[src/include/lsu_config.svh]
/*
 * Widths, buffer and pipe depths, and exception cause codes
 * for the load/store unit
 */
`ifndef LSU_CONFIG_SVH
`define LSU_CONFIG_SVH

// Data and address width
`define LSU_XLEN 32

// Transaction tag width
`define LSU_TRANS_ID_BITS 3

// Result return path depths
`define LSU_LOAD_PIPE_REGS 1
`define LSU_STORE_PIPE_REGS 1

// Request buffer entries
`define LSU_BUF_DEPTH 2

// RISC-V exception causes
`define LSU_CAUSE_LD_MISALIGNED 4'd4
`define LSU_CAUSE_ST_MISALIGNED 4'd6

`endif

[src/rtl/lsu_pkg.sv]
/*
 * Load/store unit types: operation encoding, exception record,
 * buffered request, memory port payload and result record
 */
`include "lsu_config.svh"

package lsu_pkg;

  // Supported 32-bit integer load and store operations
  typedef enum logic [3:0] {
    LB  = 4'd0,
    LBU = 4'd1,
    LH  = 4'd2,
    LHU = 4'd3,
    LW  = 4'd4,
    SB  = 4'd5,
    SH  = 4'd6,
    SW  = 4'd7
  } lsu_op_e;

  typedef struct packed {
    logic                 valid;
    logic [3:0]           cause;
    logic [`LSU_XLEN-1:0] tval;
  } lsu_ex_t;

  // One entry of the request buffer
  typedef struct packed {
    logic [`LSU_TRANS_ID_BITS-1:0] trans_id;
    lsu_op_e                       op;
    logic                          is_store;
    logic [`LSU_XLEN-1:0]          vaddr;
    logic [`LSU_XLEN/8-1:0]        be;
    logic [`LSU_XLEN-1:0]          wdata;
    lsu_ex_t                       ex;
  } lsu_req_t;

  // Memory port payload, addr is word aligned
  typedef struct packed {
    logic [`LSU_XLEN-1:0]   addr;
    logic                   we;
    logic [`LSU_XLEN/8-1:0] be;
    logic [`LSU_XLEN-1:0]   wdata;
  } mem_req_t;

  typedef struct packed {
    logic                          valid;
    logic [`LSU_TRANS_ID_BITS-1:0] trans_id;
    logic [`LSU_XLEN-1:0]          result;
    lsu_ex_t                       ex;
  } lsu_result_t;

endpackage

[src/rtl/lsu_agu.sv]
/*
 * Address generation: effective address, byte enables,
 * store data lane alignment and misalignment exception
 */
`timescale 1ns/1ns
`include "lsu_config.svh"

module lsu_agu (
  input  logic [`LSU_XLEN-1:0]          operand_a_i,
  input  logic [`LSU_XLEN-1:0]          imm_i,
  input  logic [`LSU_XLEN-1:0]          operand_b_i,
  input  lsu_pkg::lsu_op_e              op_i,
  input  logic [`LSU_TRANS_ID_BITS-1:0] trans_id_i,
  output lsu_pkg::lsu_req_t             req_o
);

  logic [`LSU_XLEN-1:0]   vaddr;
  logic [1:0]             offset;
  logic                   is_half;
  logic                   is_word;
  logic                   is_store;
  logic                   misaligned;
  logic [`LSU_XLEN/8-1:0] be;

  // Two's complement add covers the signed immediate
  assign vaddr  = operand_a_i + imm_i;
  assign offset = vaddr[1:0];

  // ----------------------------------------------------------------------
  // Access size and direction
  // ----------------------------------------------------------------------
  always_comb begin
    is_half  = 1'b0;
    is_word  = 1'b0;
    is_store = 1'b0;
    case (op_i)
      lsu_pkg::LH, lsu_pkg::LHU: begin
        is_half = 1'b1;
      end
      lsu_pkg::LW: begin
        is_word = 1'b1;
      end
      lsu_pkg::SB: begin
        is_store = 1'b1;
      end
      lsu_pkg::SH: begin
        is_store = 1'b1;
        is_half  = 1'b1;
      end
      lsu_pkg::SW: begin
        is_store = 1'b1;
        is_word  = 1'b1;
      end
      default: ;
    endcase
  end

  // Byte enables follow size and low address bits
  always_comb begin
    if (is_word) begin
      be = 4'b1111;
    end else if (is_half) begin
      be = 4'b0011 << offset;
    end else begin
      be = 4'b0001 << offset;
    end
  end

  // Half on odd address, word off a word boundary
  assign misaligned = (is_half && offset[0]) || (is_word && (offset != 2'b00));

  // ----------------------------------------------------------------------
  // Request assembly
  // ----------------------------------------------------------------------
  always_comb begin
    req_o          = '0;
    req_o.trans_id = trans_id_i;
    req_o.op       = op_i;
    req_o.is_store = is_store;
    req_o.vaddr    = vaddr;
    req_o.be       = be;
    req_o.wdata    = operand_b_i << {offset, 3'b000};
    if (misaligned) begin
      req_o.ex.valid = 1'b1;
      req_o.ex.cause = is_store ? `LSU_CAUSE_ST_MISALIGNED : `LSU_CAUSE_LD_MISALIGNED;
      req_o.ex.tval  = vaddr;
    end
  end

endmodule

[src/rtl/lsu_bypass.sv]
/*
 * Two-entry circular request buffer between issue and the
 * control FSM; produces the issue-side ready
 */
`timescale 1ns/1ns
`include "lsu_config.svh"

module lsu_bypass (
  input  logic              clk_i,
  input  logic              rst_ni,
  input  logic              push_i,
  input  lsu_pkg::lsu_req_t req_i,
  input  logic              pop_i,
  output lsu_pkg::lsu_req_t head_o,
  output logic              head_valid_o,
  output logic              ready_o
);

  localparam int unsigned PTR_W = (`LSU_BUF_DEPTH > 1) ? $clog2(`LSU_BUF_DEPTH) : 1;
  localparam int unsigned CNT_W = $clog2(`LSU_BUF_DEPTH + 1);

  lsu_pkg::lsu_req_t buf_q [`LSU_BUF_DEPTH];
  logic [PTR_W-1:0]  wr_ptr_q;
  logic [PTR_W-1:0]  rd_ptr_q;
  logic [CNT_W-1:0]  count_q;

  // Pointer advance with wrap at the last entry
  function automatic logic [PTR_W-1:0] ptr_inc(input logic [PTR_W-1:0] ptr);
    logic [PTR_W-1:0] nxt;
    if (ptr == PTR_W'(`LSU_BUF_DEPTH - 1)) begin
      nxt = '0;
    end else begin
      nxt = ptr + 1'b1;
    end
    return nxt;
  endfunction

  always_ff @(posedge clk_i) begin
    if (push_i) begin
      buf_q[wr_ptr_q] <= req_i;
    end
  end

  always_ff @(posedge clk_i or negedge rst_ni) begin
    if (!rst_ni) begin
      wr_ptr_q <= '0;
      rd_ptr_q <= '0;
      count_q  <= '0;
    end else begin
      if (push_i) begin
        wr_ptr_q <= ptr_inc(wr_ptr_q);
      end
      if (pop_i) begin
        rd_ptr_q <= ptr_inc(rd_ptr_q);
      end
      case ({push_i, pop_i})
        2'b10:   count_q <= count_q + 1'b1;
        2'b01:   count_q <= count_q - 1'b1;
        default: ;
      endcase
    end
  end

  assign head_o       = buf_q[rd_ptr_q];
  assign head_valid_o = (count_q != '0);
  // Full buffer still accepts when the head leaves this cycle
  assign ready_o      = (count_q != CNT_W'(`LSU_BUF_DEPTH)) || pop_i;

endmodule

[src/rtl/lsu_ctrl.sv]
/*
 * Control FSM: runs the head request on the four-phase memory
 * port or reports its exception, and forms load and store results
 */
`timescale 1ns/1ns
`include "lsu_config.svh"

module lsu_ctrl (
  input  logic                  clk_i,
  input  logic                  rst_ni,
  input  lsu_pkg::lsu_req_t     head_i,
  input  logic                  head_valid_i,
  output logic                  pop_o,
  output logic                  mem_req_o,
  output lsu_pkg::mem_req_t     mem_o,
  input  logic                  mem_ack_i,
  input  logic [`LSU_XLEN-1:0]  mem_rdata_i,
  output lsu_pkg::lsu_result_t  load_o,
  output lsu_pkg::lsu_result_t  store_o
);

  typedef enum logic [1:0] {IDLE, REQ, DRAIN} state_e;

  state_e               state_q;
  logic                 pop_q;
  logic                 start;
  logic [`LSU_XLEN-1:0] ld_data;
  lsu_pkg::lsu_result_t ex_res;
  lsu_pkg::lsu_result_t ld_res;
  lsu_pkg::lsu_result_t st_res;
  lsu_pkg::lsu_result_t load_q;
  lsu_pkg::lsu_result_t store_q;

  lsu_load_align lsu_load_align_i (
    .rdata_i  (mem_rdata_i),
    .op_i     (head_i.op),
    .offset_i (head_i.vaddr[1:0]),
    .data_o   (ld_data)
  );

  // The head seen while a pop is in flight is the one just finished
  assign start = (state_q == IDLE) && head_valid_i && !pop_q;

  // ----------------------------------------------------------------------
  // Result candidates
  // ----------------------------------------------------------------------
  always_comb begin
    ex_res          = '0;
    ex_res.valid    = 1'b1;
    ex_res.trans_id = head_i.trans_id;
    ex_res.ex       = head_i.ex;

    ld_res          = '0;
    ld_res.valid    = 1'b1;
    ld_res.trans_id = head_i.trans_id;
    ld_res.result   = ld_data;

    st_res          = '0;
    st_res.valid    = 1'b1;
    st_res.trans_id = head_i.trans_id;
  end

  // ----------------------------------------------------------------------
  // FSM and registered results
  // ----------------------------------------------------------------------
  always_ff @(posedge clk_i or negedge rst_ni) begin
    if (!rst_ni) begin
      state_q <= IDLE;
      pop_q   <= 1'b0;
      load_q  <= '0;
      store_q <= '0;
    end else begin
      pop_q         <= 1'b0;
      load_q.valid  <= 1'b0;
      store_q.valid <= 1'b0;
      case (state_q)
        IDLE: begin
          if (start) begin
            if (head_i.ex.valid) begin
              // Misaligned, report without touching memory
              pop_q <= 1'b1;
              if (head_i.is_store) begin
                store_q <= ex_res;
              end else begin
                load_q <= ex_res;
              end
            end else if (!mem_ack_i) begin
              state_q <= REQ;
            end
          end
        end
        REQ: begin
          if (mem_ack_i) begin
            pop_q   <= 1'b1;
            state_q <= DRAIN;
            if (head_i.is_store) begin
              store_q <= st_res;
            end else begin
              load_q <= ld_res;
            end
          end
        end
        DRAIN: begin
          // Wait for the memory to close the handshake
          if (!mem_ack_i) begin
            state_q <= IDLE;
          end
        end
        default: state_q <= IDLE;
      endcase
    end
  end

  // Payload held stable by the buffer until the pop
  assign mem_req_o   = (state_q == REQ);
  assign mem_o.addr  = {head_i.vaddr[`LSU_XLEN-1:2], 2'b00};
  assign mem_o.we    = head_i.is_store;
  assign mem_o.be    = head_i.be;
  assign mem_o.wdata = head_i.wdata;

  assign pop_o   = pop_q;
  assign load_o  = load_q;
  assign store_o = store_q;

endmodule

[src/rtl/lsu_load_align.sv]
/*
 * Load data extraction with sign or zero extension
 */
`timescale 1ns/1ns
`include "lsu_config.svh"

module lsu_load_align (
  input  logic [`LSU_XLEN-1:0] rdata_i,
  input  lsu_pkg::lsu_op_e     op_i,
  input  logic [1:0]           offset_i,
  output logic [`LSU_XLEN-1:0] data_o
);

  logic [`LSU_XLEN-1:0] shifted;

  // Move the addressed lane down to bit 0
  assign shifted = rdata_i >> {offset_i, 3'b000};

  always_comb begin
    case (op_i)
      lsu_pkg::LB:  data_o = {{(`LSU_XLEN-8){shifted[7]}}, shifted[7:0]};
      lsu_pkg::LBU: data_o = {{(`LSU_XLEN-8){1'b0}}, shifted[7:0]};
      lsu_pkg::LH:  data_o = {{(`LSU_XLEN-16){shifted[15]}}, shifted[15:0]};
      lsu_pkg::LHU: data_o = {{(`LSU_XLEN-16){1'b0}}, shifted[15:0]};
      // Full word, offset is zero for a legal access
      default:      data_o = rdata_i;
    endcase
  end

endmodule

[src/rtl/lsu_result_pipe.sv]
/*
 * Reset-cleared shift register over any payload type
 */
`timescale 1ns/1ns
`include "lsu_config.svh"

module lsu_result_pipe #(
  parameter type         payload_t = logic [`LSU_XLEN-1:0],
  parameter int unsigned DEPTH     = 1
) (
  input  logic     clk_i,
  input  logic     rst_ni,
  input  payload_t d_i,
  output payload_t d_o
);

  if (DEPTH == 0) begin : gen_pass
    assign d_o = d_i;
  end else begin : gen_regs
    payload_t stage_q [DEPTH];

    always_ff @(posedge clk_i or negedge rst_ni) begin
      if (!rst_ni) begin
        stage_q <= '{default: '0};
      end else begin
        stage_q[0] <= d_i;
        for (int i = 1; i < DEPTH; i++) begin
          stage_q[i] <= stage_q[i-1];
        end
      end
    end

    assign d_o = stage_q[DEPTH-1];
  end

endmodule

[src/rtl/lsu_top.sv]
/*
 * Load/store unit top level: AGU, request buffer, control FSM
 * and the load and store result pipes
 */
`timescale 1ns/1ns
`include "lsu_config.svh"

module lsu_top (
  input  logic                          clk_i,
  input  logic                          rst_ni,
  input  logic                          lsu_valid_i,
  input  logic [`LSU_XLEN-1:0]          operand_a_i,
  input  logic [`LSU_XLEN-1:0]          imm_i,
  input  logic [`LSU_XLEN-1:0]          operand_b_i,
  input  lsu_pkg::lsu_op_e              op_i,
  input  logic [`LSU_TRANS_ID_BITS-1:0] trans_id_i,
  output logic                          lsu_ready_o,
  output logic                          mem_req_o,
  output lsu_pkg::mem_req_t             mem_o,
  input  logic                          mem_ack_i,
  input  logic [`LSU_XLEN-1:0]          mem_rdata_i,
  output lsu_pkg::lsu_result_t          load_o,
  output lsu_pkg::lsu_result_t          store_o
);

  lsu_pkg::lsu_req_t    issue_req;
  lsu_pkg::lsu_req_t    head;
  logic                 head_valid;
  logic                 pop;
  logic                 push;
  lsu_pkg::lsu_result_t load_res;
  lsu_pkg::lsu_result_t store_res;

  // Issue handshake
  assign push = lsu_valid_i && lsu_ready_o;

  lsu_agu lsu_agu_i (
    .operand_a_i (operand_a_i),
    .imm_i       (imm_i),
    .operand_b_i (operand_b_i),
    .op_i        (op_i),
    .trans_id_i  (trans_id_i),
    .req_o       (issue_req)
  );

  lsu_bypass lsu_bypass_i (
    .clk_i        (clk_i),
    .rst_ni       (rst_ni),
    .push_i       (push),
    .req_i        (issue_req),
    .pop_i        (pop),
    .head_o       (head),
    .head_valid_o (head_valid),
    .ready_o      (lsu_ready_o)
  );

  lsu_ctrl lsu_ctrl_i (
    .clk_i        (clk_i),
    .rst_ni       (rst_ni),
    .head_i       (head),
    .head_valid_i (head_valid),
    .pop_o        (pop),
    .mem_req_o    (mem_req_o),
    .mem_o        (mem_o),
    .mem_ack_i    (mem_ack_i),
    .mem_rdata_i  (mem_rdata_i),
    .load_o       (load_res),
    .store_o      (store_res)
  );

  // ----------------------------------------------------------------------
  // Result return paths
  // ----------------------------------------------------------------------
  lsu_result_pipe #(
    .payload_t (lsu_pkg::lsu_result_t),
    .DEPTH     (`LSU_LOAD_PIPE_REGS)
  ) load_pipe_i (
    .clk_i  (clk_i),
    .rst_ni (rst_ni),
    .d_i    (load_res),
    .d_o    (load_o)
  );

  lsu_result_pipe #(
    .payload_t (lsu_pkg::lsu_result_t),
    .DEPTH     (`LSU_STORE_PIPE_REGS)
  ) store_pipe_i (
    .clk_i  (clk_i),
    .rst_ni (rst_ni),
    .d_i    (store_res),
    .d_o    (store_o)
  );

endmodule

[config.mk]
export PLATFORM = sky130hd
export DESIGN_NAME = lsu_top
export DESIGN_NICKNAME = d
export VERILOG_FILES = /design/src/rtl/lsu_pkg.sv /design/src/rtl/lsu_agu.sv /design/src/rtl/lsu_bypass.sv /design/src/rtl/lsu_ctrl.sv /design/src/rtl/lsu_load_align.sv /design/src/rtl/lsu_result_pipe.sv /design/src/rtl/lsu_top.sv
export VERILOG_INCLUDE_DIRS = /design/src /design/src/include
export SDC_FILE = /design/constraint.sdc
export NUM_CORES = 1
export LEC_CHECK = 0
export ABC_AREA = 1
export BUFFER_PORTS_ARGS = -buffer_cell sky130_fd_sc_hd__buf_2
export CAP_MARGIN = 30
export CELL_PAD_IN_SITES_DETAIL_PLACEMENT = 1
export CELL_PAD_IN_SITES_GLOBAL_PLACEMENT = 1
export CORE_MARGIN = 3
export CORE_UTILIZATION = 43
export DETAILED_ROUTE_END_ITERATION = 8
export GPL_TIMING_DRIVEN = 0
export PLACE_DENSITY_LB_ADDON = 0.1
export SLEW_MARGIN = 25
export SYNTH_ARGS = -nofsm -noshare
export SYNTH_HDL_FRONTEND = slang
export SYNTH_SLANG_ARGS = --single-unit
[constraint.sdc]
create_clock -name clk_i -period 8.3 [get_ports clk_i]
set_input_delay 0.415 -clock clk_i [delete_from_list [all_inputs] [get_ports clk_i]]
set_output_delay 0.415 -clock clk_i [all_outputs]
set_load 0.05 [all_outputs]
# After elaboration in Yosys (flattened, before gate mapping)
# Memories as Yosys holds them, arrays and structs flattened.
# Index checks and enable logic that the tools add are counted.
# W data, S select, Z words.
totals:
  register_bits: 299
  ramBits: 226
  in_bits: 139
  out_inout_bits: 217
  wordCells: 118
  mem_count: 1
classes:
  n_addsub: 5
  n_eq_ne: 24
  shifts: 4
  mux: 35
  n_reduce_logical: 20
memory_table:
  columns: ["memory", "depth", "word_bits", "read_ports", "rd_ports_with_merged_regs", "write_ports", "line_no", "rtl"]
  rows:
  - ["lsu_bypass_i.buf_q", 2, 113, 1, 0, 1, "lsu_bypass.sv:22", "lsu_pkg::lsu_req_t buf_q [`LSU_BUF_DEPTH];"]
ops:
  columns: ["operator", "count"]
  rows:
  - ["$mux W73", 10]
  - ["$pmux W73 S2", 2]
  - ["$pmux W32 S4", 1]
  - ["$mux W37", 1]
  - ["$add A32 B32 Y32", 1]
  - ["$shl A32 B5 Y32", 1]
  - ["$shr A32 B5 Y16", 1]
  - ["$eq A4 B2 Y1 const B", 4]
  - ["$eq A4 B3 Y1 const B", 4]
  - ["$ne A2 B2 Y1 const B", 8]
  - ["$mux W2", 6]
  - ["$reduce_and A6 Y1", 2]
  - ["$mux W1", 10]
  - ["$mux W4", 2]
  - ["$reduce_bool A2 Y1", 4]
  - ["$ne A2 B1 Y1 const B", 3]
  - ["$pmux W2 S3", 1]
  - ["$reduce_or A3 Y1", 2]
  - ["$logic_and A1 B1 Y1", 5]
  - ["$reduce_and A5 Y1", 1]
  - ["$eq A2 B1 Y1 const B", 2]
  - ["$eq A2 B2 Y1 const B", 2]
  - ["$eq A4 B1 Y1 const B", 1]
  - ["$logic_not A4 Y1", 1]
  - ["other kinds (11)", 13]

# Logic depth before layout (Yosys ltp)
logic_depth:
  ltp_word: 6
  depth_mapped: 14
  mapped_depth_nobuf: 13

# Hierarchy
# A second synthesis with hierarchy kept.
unflattened:
  hier_cells: 2285
  area_unflattened_um2: 22198.8
by_module_without_submodules:
  columns: ["mod", "instances", "cells_per_inst", "area_each_um2", "seq_area_each_um2"]
  rows:
  - ["lsu_bypass", 1, 615, 8760.9, 6886.6]
  - ["lsu_ctrl", 1, 652, 5662.9, 2927.8]
  - ["lsu_result_pipe", 2, 73, 1826.8, 1826.8]
  - ["lsu_agu", 1, 692, 3279.4, 0.0]
  - ["lsu_load_align", 1, 178, 834.6, 0.0]
  - ["lsu_top", 1, 2, 7.5, 0.0]

# Least setup slack after synthesis
# Ideal clock, no wire load.
synth_timing:
  path_kind: "register to register"
  start: "register lsu_bypass_i.count_q[1]"
  end: "memory lsu_bypass_i.buf_q[1][0] (netlist name) (enable)"
  setup_ns: 0.582
  arrival_ns: 5.646
  required_time_ns: 7.718
  slack_ns: 2.072
  stages_incl_launch_ff: 6
  path_buffers: 0
  period_less_slack_ns: 6.228
  cell_sequence: "dfrtp_1 > inv_1 > nor2_1 > nand2_1 > nand2_1 > nor2_1"
synth_between:
  elab_chain_len: 5
synth_rtl:
  columns: ["element", "line_no", "rtl"]
  rows:
  - ["start: declaration", "lsu_bypass.sv:25", "logic [CNT_W-1:0] count_q;"]
  - ["start signal: assignment", "lsu_bypass.sv:57", "2'b10: count_q <= count_q + 1'b1;"]
  - ["start signal: assignment", "lsu_bypass.sv:58", "2'b01: count_q <= count_q - 1'b1;"]
  - ["$ne A2 B2 Y1", "lsu_bypass.sv:67", "assign ready_o = (count_q != CNT_W'(`LSU_BUF_DEPTH)) || pop_i;"]
  - ["$logic_or A1 B1 Y1", "lsu_bypass.sv:67", null]
  - ["via lsu_ready_o", "lsu_top.sv:17", "output logic lsu_ready_o,"]
  - ["$logic_and A1 B1 Y1", "lsu_top.sv:35", "assign push = lsu_valid_i && lsu_ready_o;"]
  - ["$mux W1", "lsu_bypass.sv:39", "if (push_i) begin"]
  - ["$mux W1 (implied by the code)", "lsu_bypass.sv:40", "buf_q[wr_ptr_q] <= req_i;"]
  - ["end: declaration", "lsu_bypass.sv:22", null]
# The timed path passes the listed nets, and every way through them passes these cells.

==> flow_summary.toml <==
[run_status]
status = "finished clean"

[global_routing]
grt_pass1_vias = 15700
grt_max_degree = 95
antenna_found_initial = 2
overflow = 0
grt_pass1_wl_mm = 89.8
grtUsageTotal_pct = 24.7

[final_layout]
layout.cells.non_filler = 2979
fin_nets = 2529
post-route-util_pct = 54.2
area_growth_pct = 23.0
postLayoutCellArea_um2 = 23600
drive_gt1_share_pct = 20.1

[power]
clkPwrFrac_pct = 21.7
internal-power_w = 0.00523
ir_drop_v = 0.000275
power.leakage_nw = 11.8
p_per_area_nw_per_um2 = 402
combPwrFrac_pct = 42.5
p_seq_share_pct = 35.8
total_power_w = 0.00948
power_switching_w = 0.00425
swShare_pct = 44.8

[clock_tree]
cts_resized = 0
cts_made_buffers = 45
clk_pin_slew_worst_paths_ns = 0.06
clock_latency_ns = 0.60
ctsRootBufferMaster = "clkbuf_16"
cts.sinks = 443
cts_tree = "done"
h-tree-depth = 2
clock_path_buffers = 3

[detailed_routing]
drt_pre_antenna_iters = 5
wire_per_inst_um = 19.6
totalWireLength_mm = 58.3
drt_iter0_drc = 1013
viasPerCell = 4.96
ant_nets = 0
drc = 0
num_vias = 14800

[floorplan]
core_area_um2 = 43600
start_util_pct = 44.0
die-height_um = 217
num_rows = 76
ios = 356
dieArea_um2 = 47200
die_x_um = 217

[synth]
synth_ff_type = "dfrtp_1"
syn_inst = 1938
synth_seq_cells = 443
synth_edf_count = 220
yosys.area.top_type = "edfxtp_1"
async_flop_share_pct = 50.3
synth.avg_cell_area_um2 = 9.90
synthTopCellsByCount = "nand2_1, inv_1, dfrtp_1, edfxtp_1, o21ai_0"
ys_top_cells_by_area = "edfxtp_1, dfrtp_1, nand2_1"
synth_area_um2 = 19200
yosys.area.top_type_share_pct = 34.4
synth_cell_types = 41
yosysWarningCount = 0
synth_most_common_cell = "nand2_1"
seq_area_frac_synth_pct = 63.5

[sta]
period_share_pct = 42.7
fmax_mhz = 282
maxSlewHeadroom_pct = 48.2
period_minus_slack_ns = 3.54
worstMarginPinSlew_ns = 0.777
final-setup-viol-count = 0
finClkSkew_ns = 0.0500
finalHoldViolations = 0
rsz0062_at_grt = "no"
drv_slew = 0

[worst_setup_path]
worstPathArrival_ns = 3.13
max_stage_delay_ns = 0.62
cp_slowest_cell = "clkbuf_1"
crit_buf_inv = 5
cp-end-kind = "output pin"
cp_top_family = "buffers and inverters"
critPathLaunchType = "flop"
cp_max_fo = 10
crit_required_ns = 7.89
crit_type = "flop to output pin"
worstPathCellList = "inv_2, buf_2, clkbuf_1, clkbuf_1, nand2_1, nand2_1, buf_2"

[placed_design]
hpwlAfterDp_mm = 44.6
dpl_cell_area_um2 = 22000
gp_congestion = 0.913
placed_cells_incl_taps = 2891
portBuffers = 317

[hold_path]
worst_hold_path_type = "input port to flop"

[flow_run]
drv_cap = 0
## cell usage in the layout, fill, tap and decap left out, types with 2 or more instances in the layout
cell	instances
nand3_1	68
clkbuf_1	52
and3_1	2
buf_4	42
clkinv_1	4
nand3b_1	6
buf_12	2
and2_1	6
or2_2	3
mux2i_1	33
nor3_1	9
edfxtp_1	220
clkinv_16	2
buf_16	12
o22ai_1	33
dfrtp_1	223
xnor2_1	12
clkinv_2	8
buf_2	334
dlygate4sd3_1	4
xor2_1	6
nand2_2	2
nand4_1	7
nand2_1	654
o211ai_1	22
o21ai_1	7
inv_2	5
ha_1	32
bufinv_16	3
nor2_1	92
clkbuf_8	9
o21bai_1	2
inv_1	230
nor2_4	2
nand3_2	3
conb_1	38
clkbuf_16	45
buf_6	2
a21oi_1	42
o21ai_0	101
## layout make-up
type / count / area, µm²
fill: 5043 / 20000
sequential: 443 / 12200
multi-input combinational: 1191 / 5670
timing repair buffer: 335 / 2010
clock buffer: 67 / 1300
inverter: 238 / 893
tap: 585 / 732
buffer: 103 / 582
clock inverter: 16 / 221
antenna: 1 / 2.50
## state kept, by name, summed over array words and instances (netlist names)
name / cells
load_pipe_i.d_o: 70
store_pipe_i.d_o: 38
lsu_bypass_i.wr_ptr_q: 1
lsu_bypass_i.rd_ptr_q: 1
lsu_ctrl_i.load_o: 70
lsu_ctrl_i.store_o: 38
lsu_ctrl_i.pop_o: 1
lsu_ctrl_i.state_q: 2
lsu_bypass_i.count_q: 2
lsu_bypass_i.buf_q: 220
## power groups by stage
stage | clock, W | sequential [W] | combinational, W
2_1_floorplan | 0 | 0.00409 | 0.00205
3_3_place_gp | 0 | 0.00348 | 0.00382
3_5_place_dp | 0 | 0.00343 | 0.00404
4_1_cts | 0.00210 | 0.00340 | 0.00407
5_1_grt | 0.00220 | 0.00347 | 0.00433
6_report | 0.00205 | 0.00340 | 0.00403
## layer usage
metal | GRT usage [%] | vias to the layer above | part of all wire (%)
met3 | 2.78 | 71 | 4.2
met5 | 0 | - | 0
met2 | 43.1 | 363 | 50
met1 | 32.8 | 7336 | 43
met4 | 6.81 | 0 | 2.3
li1 | - | 7012 | -
## logic make-up (layout without fill, tap and decap cells)
family,after synthesis,count (layout),share of synthesized area (%)
AOI/OAI and AO/OA,210,210,6.05
xor gates and xnor gates,18,18,0.822
adders and majority gates,33,33,2.19
buffers and inverters,341,759,7.69
DFF,443,443,63.5
muxes,33,33,1.72
other,1,39,0.0195
and+or+nand+nor,859,859,18.0
## final timing paths
path | startpoint | endpoint | slack [ns] | cells after the start
setup / recovery | lsu_bypass_i.rd_ptr_q | mem_o[53] | 4.76 | 7
hold / removal | trans_id_i[0] | lsu_bypass_i.buf_q[0][110] | 0.06 | 1
setup reg to reg | lsu_ctrl_i.pop_o | lsu_ctrl_i.store_o[22] | 5.79 | 5
hold reg to reg | lsu_ctrl_i.store_o[72] | store_pipe_i.d_o[72] | 0.36 | 0
max in group asynchronous | rst_ni | store_pipe_i.d_o[21] | 6.74 | 4
min in group asynchronous | rst_ni | store_pipe_i.d_o[72] | 0.29 | 2
## per-stage QoR
step           setup WS, ns  hold slack (ns)  TNS, ns
2_1_floorplan          2.07            0.119        0
3_3_place_gp         -0.640            0.334  -137.06
3_5_place_dp           4.59            0.320        0
4_1_cts                4.65           0.0218        0
5_1_grt                4.53           0.0286        0
6_report               4.76           0.0593        0
## worst reg2reg max path, stage by stage, from the launching register on
cell,delay (ns)
dfrtp_1,0.46
nor4_2,0.46
nand2_1,0.16
a21oi_1,0.47
clkbuf_1,0.58
o22ai_1,0.17
## what timing repair did
item                                    CTS  global route
hold endpoints to repair                 45             0
endpoints found under the setup margin    0             0
hold buffers                              4             0
setup buffers                             0             0
No activity file was read; power rests on OpenSTA's default activity.
